==> config.mk <==
export PLATFORM = sky130hd
export DESIGN_NAME = lullaby
export DESIGN_NICKNAME = d
export VERILOG_FILES = /design/src/source/lullaby_pkg.sv /design/src/source/lullaby.sv /design/src/source/lullaby_score.sv /design/src/source/lullaby_player.sv
export VERILOG_INCLUDE_DIRS = /design/src /design/src/source
export SDC_FILE = /design/constraint.sdc
export NUM_CORES = 1
export LEC_CHECK = 0
export BUFFER_PORTS_ARGS = -buffer_cell sky130_fd_sc_hd__clkbuf_2
export CELL_PAD_IN_SITES_DETAIL_PLACEMENT = 2
export CELL_PAD_IN_SITES_GLOBAL_PLACEMENT = 2
export CORE_MARGIN = 2
export CORE_UTILIZATION = 35
export DETAILED_ROUTE_END_ITERATION = 16
export PLACE_DENSITY_LB_ADDON = 0.1
export SLEW_MARGIN = 10
export SYNTH_ARGS = -nofsm -noshare
export SYNTH_HDL_FRONTEND = slang
export SYNTH_HIERARCHICAL = 1
export SYNTH_SLANG_ARGS = --single-unit
==> constraint.sdc <==
create_clock -name clock -period 3.1 [get_ports clock]
set_clock_uncertainty 0.1 [all_clocks]
set_input_delay 0.31 -clock clock [delete_from_list [all_inputs] [get_ports clock]]
set_output_delay 0.31 -clock clock [all_outputs]
set_load 0.005 [all_outputs]
==> src/source/lullaby_song.svh <==
`ifndef LULLABY_SONG_SVH
`define LULLABY_SONG_SVH

        // ==================================================
        // Score table with one entry per step

        function automatic lullaby_pkg::beat_t song_code(input lullaby_pkg::step_t index);
                case (index)
                        7'd0:   song_code = lullaby_pkg::beat_lane_3;
                        7'd1:   song_code = lullaby_pkg::beat_all;
                        7'd2:   song_code = lullaby_pkg::beat_lane_3;
                        7'd3:   song_code = lullaby_pkg::beat_lane_2;
                        7'd4:   song_code = lullaby_pkg::beat_lane_0;
                        7'd5:   song_code = lullaby_pkg::beat_lane_1;
                        7'd6:   song_code = lullaby_pkg::beat_lane_0;
                        7'd7:   song_code = lullaby_pkg::beat_lane_0;
                        7'd8:   song_code = lullaby_pkg::beat_rest;
                        7'd9:   song_code = lullaby_pkg::beat_rest;
                        7'd10:  song_code = lullaby_pkg::beat_rest;
                        7'd11:  song_code = lullaby_pkg::beat_rest;
                        7'd12:  song_code = lullaby_pkg::beat_lane_0;
                        7'd13:  song_code = lullaby_pkg::beat_all;
                        7'd14:  song_code = lullaby_pkg::beat_all;
                        7'd15:  song_code = lullaby_pkg::beat_all;
                        7'd16:  song_code = lullaby_pkg::beat_all;
                        7'd17:  song_code = lullaby_pkg::beat_all;
                        7'd18:  song_code = lullaby_pkg::beat_all;
                        7'd19:  song_code = lullaby_pkg::beat_all;
                        7'd20:  song_code = lullaby_pkg::beat_rest;
                        7'd21:  song_code = lullaby_pkg::beat_rest;
                        7'd22:  song_code = lullaby_pkg::beat_rest;
                        7'd23:  song_code = lullaby_pkg::beat_rest;
                        7'd24:  song_code = lullaby_pkg::beat_lane_2;
                        7'd25:  song_code = lullaby_pkg::beat_lane_1;
                        7'd26:  song_code = lullaby_pkg::beat_lane_2;
                        7'd27:  song_code = lullaby_pkg::beat_lane_2;
                        7'd28:  song_code = lullaby_pkg::beat_lane_1;
                        7'd29:  song_code = lullaby_pkg::beat_lane_2;
                        7'd30:  song_code = lullaby_pkg::beat_all;
                        7'd31:  song_code = lullaby_pkg::beat_all;
                        7'd32:  song_code = lullaby_pkg::beat_rest;
                        7'd33:  song_code = lullaby_pkg::beat_rest;
                        7'd34:  song_code = lullaby_pkg::beat_rest;
                        7'd35:  song_code = lullaby_pkg::beat_rest;
                        7'd36:  song_code = lullaby_pkg::beat_lane_3;
                        7'd37:  song_code = lullaby_pkg::beat_lane_3;
                        7'd38:  song_code = lullaby_pkg::beat_lane_3;
                        7'd39:  song_code = lullaby_pkg::beat_all;
                        7'd40:  song_code = lullaby_pkg::beat_lane_3;
                        7'd41:  song_code = lullaby_pkg::beat_all;
                        7'd42:  song_code = lullaby_pkg::beat_all;
                        7'd43:  song_code = lullaby_pkg::beat_all;
                        7'd44:  song_code = lullaby_pkg::beat_rest;
                        7'd45:  song_code = lullaby_pkg::beat_rest;
                        7'd46:  song_code = lullaby_pkg::beat_rest;
                        7'd47:  song_code = lullaby_pkg::beat_rest;
                        7'd48:  song_code = lullaby_pkg::beat_all;     // Long full-kit run
                        7'd49:  song_code = lullaby_pkg::beat_all;
                        7'd50:  song_code = lullaby_pkg::beat_all;
                        7'd51:  song_code = lullaby_pkg::beat_all;
                        7'd52:  song_code = lullaby_pkg::beat_all;
                        7'd53:  song_code = lullaby_pkg::beat_all;
                        7'd54:  song_code = lullaby_pkg::beat_all;
                        7'd55:  song_code = lullaby_pkg::beat_all;
                        7'd56:  song_code = lullaby_pkg::beat_rest;
                        7'd57:  song_code = lullaby_pkg::beat_rest;
                        7'd58:  song_code = lullaby_pkg::beat_rest;
                        7'd59:  song_code = lullaby_pkg::beat_rest;
                        7'd60:  song_code = lullaby_pkg::beat_all;
                        7'd61:  song_code = lullaby_pkg::beat_all;
                        7'd62:  song_code = lullaby_pkg::beat_all;
                        7'd63:  song_code = lullaby_pkg::beat_all;
                        7'd64:  song_code = lullaby_pkg::beat_all;
                        7'd65:  song_code = lullaby_pkg::beat_all;
                        7'd66:  song_code = lullaby_pkg::beat_all;
                        7'd67:  song_code = lullaby_pkg::beat_all;
                        7'd68:  song_code = lullaby_pkg::beat_rest;
                        7'd69:  song_code = lullaby_pkg::beat_rest;
                        7'd70:  song_code = lullaby_pkg::beat_rest;
                        7'd71:  song_code = lullaby_pkg::beat_rest;
                        7'd72:  song_code = lullaby_pkg::beat_all;
                        7'd73:  song_code = lullaby_pkg::beat_all;
                        7'd74:  song_code = lullaby_pkg::beat_all;
                        7'd75:  song_code = lullaby_pkg::beat_lane_3;
                        7'd76:  song_code = lullaby_pkg::beat_all;
                        7'd77:  song_code = lullaby_pkg::beat_all;
                        7'd78:  song_code = lullaby_pkg::beat_lane_2;
                        7'd79:  song_code = lullaby_pkg::beat_lane_2;
                        7'd80:  song_code = lullaby_pkg::beat_rest;
                        7'd81:  song_code = lullaby_pkg::beat_rest;
                        7'd82:  song_code = lullaby_pkg::beat_rest;
                        7'd83:  song_code = lullaby_pkg::beat_rest;
                        7'd84:  song_code = lullaby_pkg::beat_lane_3;  // Opening figure again
                        7'd85:  song_code = lullaby_pkg::beat_all;
                        7'd86:  song_code = lullaby_pkg::beat_lane_3;
                        7'd87:  song_code = lullaby_pkg::beat_lane_2;
                        7'd88:  song_code = lullaby_pkg::beat_lane_0;
                        7'd89:  song_code = lullaby_pkg::beat_lane_2;
                        7'd90:  song_code = lullaby_pkg::beat_lane_0;
                        7'd91:  song_code = lullaby_pkg::beat_lane_0;
                        7'd92:  song_code = lullaby_pkg::beat_rest;
                        7'd93:  song_code = lullaby_pkg::beat_rest;
                        7'd94:  song_code = lullaby_pkg::beat_rest;
                        7'd95:  song_code = lullaby_pkg::beat_lane_1;
                        7'd96:  song_code = lullaby_pkg::beat_all;
                        7'd97:  song_code = lullaby_pkg::beat_all;
                        7'd98:  song_code = lullaby_pkg::beat_all;
                        7'd99:  song_code = lullaby_pkg::beat_all;
                        7'd100: song_code = lullaby_pkg::beat_lane_3;
                        7'd101: song_code = lullaby_pkg::beat_all;
                        7'd102: song_code = lullaby_pkg::beat_all;
                        7'd103: song_code = lullaby_pkg::beat_lane_0;
                        7'd104: song_code = lullaby_pkg::beat_lane_0;
                        7'd105: song_code = lullaby_pkg::beat_rest;
                        7'd106: song_code = lullaby_pkg::beat_rest;
                        7'd107: song_code = lullaby_pkg::beat_rest;
                        7'd108: song_code = lullaby_pkg::beat_lane_1;
                        7'd109: song_code = lullaby_pkg::beat_all;
                        7'd110: song_code = lullaby_pkg::beat_all;
                        7'd111: song_code = lullaby_pkg::beat_all;
                        7'd112: song_code = lullaby_pkg::beat_all;
                        7'd113: song_code = lullaby_pkg::beat_lane_3;
                        7'd114: song_code = lullaby_pkg::beat_all;
                        7'd115: song_code = lullaby_pkg::beat_all;
                        7'd116: song_code = lullaby_pkg::beat_lane_0;  // Closing roll on lane 0
                        7'd117: song_code = lullaby_pkg::beat_lane_0;
                        7'd118: song_code = lullaby_pkg::beat_lane_0;
                        7'd119: song_code = lullaby_pkg::beat_lane_0;
                        7'd120: song_code = lullaby_pkg::beat_lane_0;
                        7'd121: song_code = lullaby_pkg::beat_lane_0;
                        default: song_code = lullaby_pkg::beat_rest;   // Past the end of the tune
                endcase
        endfunction

`endif
==> src/source/lullaby_pkg.sv <==
package lullaby_pkg;

        // ==================================================
        // Types

        typedef logic [3:0] beat_t;     // One bit per percussion lane
        typedef logic [6:0] step_t;     // Position in the tune

        typedef enum logic
        {
                player_idle,
                player_play
        } player_state_t;

        // Number of steps before the tune loops
        localparam int song_length = 122;

        // ==================================================
        // Beat codes

        // An all-zero code is a rest, so the previous beat stays on the output
        localparam beat_t beat_rest   = 4'b0000;

        localparam beat_t beat_lane_0 = 4'b0001;
        localparam beat_t beat_lane_1 = 4'b0010;
        localparam beat_t beat_lane_2 = 4'b0100;
        localparam beat_t beat_lane_3 = 4'b1000;

        localparam beat_t beat_all    = 4'b1111;    // All lanes together

endpackage

==> src/source/lullaby.sv <==
module lullaby
(
        input  logic               clock,
        input  logic               reset,
        input  logic               start,
        input  logic               stop,
        output lullaby_pkg::beat_t beat
);

        lullaby_pkg::step_t step;
        logic               playing;   // High while the tune runs

        lullaby_player
        #(
                .SONG_LENGTH (lullaby_pkg::song_length)
        )
        player
        (
                .clock   (clock),
                .reset   (reset),
                .start   (start),
                .stop    (stop),
                .step    (step),
                .playing (playing)
        );

        lullaby_score score
        (
                .clock   (clock),
                .reset   (reset),
                .step    (step),
                .playing (playing),
                .beat    (beat)
        );

endmodule

==> src/source/lullaby_score.sv <==
module lullaby_score
(
        input  logic               clock,
        input  logic               reset,
        input  lullaby_pkg::step_t step,
        input  logic               playing,
        output lullaby_pkg::beat_t beat
);

`include "lullaby_song.svh"

        lullaby_pkg::beat_t code;

        // ==================================================
        // Table lookup

        assign code = song_code(step);

        // ==================================================
        // Beat register

        // Rests and idle cycles leave the last pattern in place
        always_ff @(posedge clock or negedge reset)
        begin
                if (!reset)
                        beat <= '0;
                else if (playing && (code != lullaby_pkg::beat_rest))
                        beat <= code;
        end

endmodule

==> src/source/lullaby_player.sv <==
module lullaby_player
#(
        parameter int SONG_LENGTH = 122
)
(
        input  logic               clock,
        input  logic               reset,
        input  logic               start,
        input  logic               stop,
        output lullaby_pkg::step_t step,
        output logic               playing
);

        localparam lullaby_pkg::step_t last_step = lullaby_pkg::step_t'(SONG_LENGTH - 1);

        lullaby_pkg::player_state_t state;

        // ==================================================
        // Idle/play control and step counter

        always_ff @(posedge clock or negedge reset)
        begin
                if (!reset)
                begin
                        state <= lullaby_pkg::player_play;     // Plays straight out of reset
                        step  <= '0;
                end
                else
                begin
                        case (state)
                                lullaby_pkg::player_play:
                                begin
                                        if (stop)
                                        begin
                                                state <= lullaby_pkg::player_idle;
                                                step  <= '0;
                                        end
                                        else if (step == last_step)
                                                step <= '0;    // Loop to the top of the tune
                                        else
                                                step <= step + 1'b1;
                                end

                                lullaby_pkg::player_idle:
                                begin
                                        if (start)
                                        begin
                                                state <= lullaby_pkg::player_play;
                                                step  <= '0;
                                        end
                                end

                                default:
                                        state <= lullaby_pkg::player_idle;
                        endcase
                end
        end

        assign playing = (state == lullaby_pkg::player_play);

endmodule

==> flow_summary.json <==
{
  "status": "finished clean",
  "grt_overflow": 0,
  "place_ws_ps": 521,
  "n_antenna_cell": 0,
  "routed_wl_mm": 4.70,
  "gp_congestion": 0.798,
  "switchingPower_uw": 174,
  "grt_max_degree": 21,
  "dp.cells": 217,
  "slew_headroom_pct": 57.5,
  "r2r-start": "player/step[1]",
  "vias": 1374,
  "grt_pass1_wl_mm": 7.96,
  "slowest_delay_ps": 550,
  "critPathArrivalTime_ps": 2650,
  "crit_buf_inv": 2,
  "pwr-share-clk_pct": 29.0,
  "cp-start-kind": "flip-flop",
  "pin_count": 8,
  "synth-async-reset-ratio_pct": 100,
  "rows": 22,
  "synth-edff-count": 0,
  "crit_required_ps": 3120,
  "worst_pin_slew_ps": 637,
  "yosys-top-cells-area": "dfrtp_1, ha_1, o21ai_0",
  "drc": 0,
  "io_buffer_count": 7,
  "period_share_pct": 84.7,
  "core_area_um2": 3740,
  "r2r.worst_path.cells": 10,
  "drtAntennaViolNets": 0,
  "dp_hpwl_mm": 3.39,
  "switching_share_pct": 34.2,
  "synth.top_cells.by_count": "ha_1, nand2_1, dfrtp_1, o21ai_0, inv_1",
  "clk_pin_slew_ps": 60,
  "clk_latency_ps": 240,
  "grt_pass1_vias": 1511,
  "clock_path_buffers": 2,
  "drive_gt1_share_pct": 19.5,
  "rsz0062_at_grt": "no",
  "rrSetupSlack_ps": 480,
  "cts_sinks": 12,
  "synth_area_leader_cell": "dfrtp_1",
  "clock-root-buffer": "clkbuf_8",
  "intPower_uw": 335,
  "seq_power_share_pct": 40.1,
  "timing.final.ws_setup_ps": 476,
  "critPathTopFamily": "compound AO/OA/AOI/OAI gates",
  "holdPathEnd": "player/playing",
  "dpl-instance-area_um2": 1470,
  "post_cts_buffers": 0,
  "yosysSeqAreaShare_pct": 21.6,
  "antenna_found_initial": 0,
  "path_class": "flip-flop to flip-flop",
  "fin_crit_ps": 2620,
  "numCtsBuffers": 3,
  "endpoint_kind": "flip-flop",
  "finalNonFillerCells": 222,
  "netlist.area_leader.share_pct": 19.7,
  "yosysWarnings": 6,
  "syn-cell-area_um2": 1400,
  "hold_viol_final": 0,
  "hold_path.class": "primary input to flip-flop",
  "dieArea_um2": 4510,
  "max_cap_viol_count": 0,
  "p_leak_nw": 0.633,
  "first_pass_iters": 4,
  "wl_per_cell_um": 21.2,
  "utilization_pct": 40.7,
  "ir_worst_vdd_mv": 0.299,
  "max_freq_ghz": 0.381,
  "path_cells": "inv_1 -> ha_1 -> inv_1 -> ha_1 -> nand2_1 -> a31oi_1 -> o221ai_1 -> a21oi_2 -> nor2_1 -> a31o_1",
  "fillerInstances": 437,
  "worstHoldPathCells": 3,
  "drtIter0Drc": 66,
  "htree_levels": 1,
  "synth.lib_cells_used.distinct": 60,
  "initial_utilization_pct": 37.3,
  "fin_area_um2": 1520,
  "hp-start": "start",
  "syn_to_final_growth_pct": 8.95,
  "hold_slack_ps": 230,
  "setup_viol": 0,
  "pwr_density_cell_nw_per_um2": 335,
  "crit_slowest_cell": "dfrtp_1",
  "cts_tree": "yes",
  "synth_ff_type": "dfrtp_1",
  "nets": 191,
  "total_power_uw": 510,
  "slew_viol_final": 0,
  "comb_power_share_pct": 30.9,
  "syn_avg_cell_area_um2": 8.42,
  "synth_cells": 166,
  "critical_path.max_fanout": 11,
  "tns_ps": 0,
  "syn_nets": 182,
  "ys_ff_latch": 12,
  "dieWidth_um": 67.2,
  "track_usage_pct": 23.7,
  "die_y_um": 67.2,
  "r2r-end": "score/beat[1]",
  "viasPerCell": 6.19
}
==> kinds of logic after synthesis <==
logic type,after synthesis,synth area share [%]
AND/OR/NAND/NOR,55,22.7
AO/OA/AOI/OAI,61,33.8
multiplexers,4,2.95
flip-flops,12,21.6
adder cells (fa/ha/maj),12,10.7
buffers and inverters,22,8.24
==> flip-flops by register name, indices dropped and copies added, names as in the netlist <==
signal and cells:
player/step 7, score/beat 4, player/playing 1
==> power by group through the flow <==
stage	registers (mW)	logic [mW]	clock network [mW]
4_1_cts	0.204	0.158	0.153
3_5_place_dp	0.206	0.156	0
5_1_grt	0.209	0.176	0.161
2_1_floorplan	0.202	0.0966	0
6_report	0.204	0.157	0.148
3_3_place_gp	0.203	0.147	0
==> layout by cell type (no fill, tap or decap), types with 4 or more instances in the layout <==
| cell type | Yosys | final |
|---|---|---|
| inv_1 | 10 | 10 |
| nand3_1 | 6 | 6 |
| ha_1 | 12 | 12 |
| and3_1 | 5 | 5 |
| buf_4 | 0 | 6 |
| nand2_1 | 12 | 12 |
| dfrtp_1 | 11 | 11 |
| o21ai_0 | 11 | 11 |
| a21oi_1 | 6 | 6 |
| clkbuf_2 | 0 | 7 |
| nor2_1 | 4 | 4 |
| nor2b_1 | 5 | 5 |
| nand2b_1 | 8 | 8 |
==> worst max path at each step <==
stage                         startpoint            end  slack [ps]  cells after the start
final                     player/step[1]  score/beat[1]         480                     10
after global routing      player/step[1]  score/beat[0]         200                     10
after CTS                 player/step[1]  score/beat[0]         490                     10
after detailed placement  player/step[1]  score/beat[0]         520                     10
after global placement    player/step[1]  score/beat[0]         640                     10
after floorplan           player/step[1]  score/beat[1]         800                      8
==> layer usage <==
layer	vias to the layer above	wire length [um]	global-route usage, %
li1	641	-	-
met1	700	2200	30.4
met2	25	2350	42.0
met3	8	64	1.50
met4	0	91	8.42
met5	-	0	0
==> area by class of cell <==
cell class                      instances  area, um2  share of cell area [%]
Clock buffer                            4       45.0                    2.96
Inverter                               12       45.0                    2.96
Multi-Input combinational cell        132        981                    64.4
Sequential cell                        12        302                    19.8
Tap cell                               48       60.1                    3.94
Timing Repair Buffer                   14       90.1                    5.92
==> worst reg2reg max path, delay by kind of cell, from the launching register on <==
kind | cells | cell delay (ps)
compound gates | 4 | 1070
fa+ha+maj | 2 | 370
buf+inv | 2 | 280
flops | 1 | 550
simple gates | 2 | 130
==> timing repair <==
action / in CTS / in global routing
gates resized for setup: 0 / 0
endpoints found under the hold margin: 11 / 0
hold buffers: 1 / 0
(Power assumes the default switching activity.)
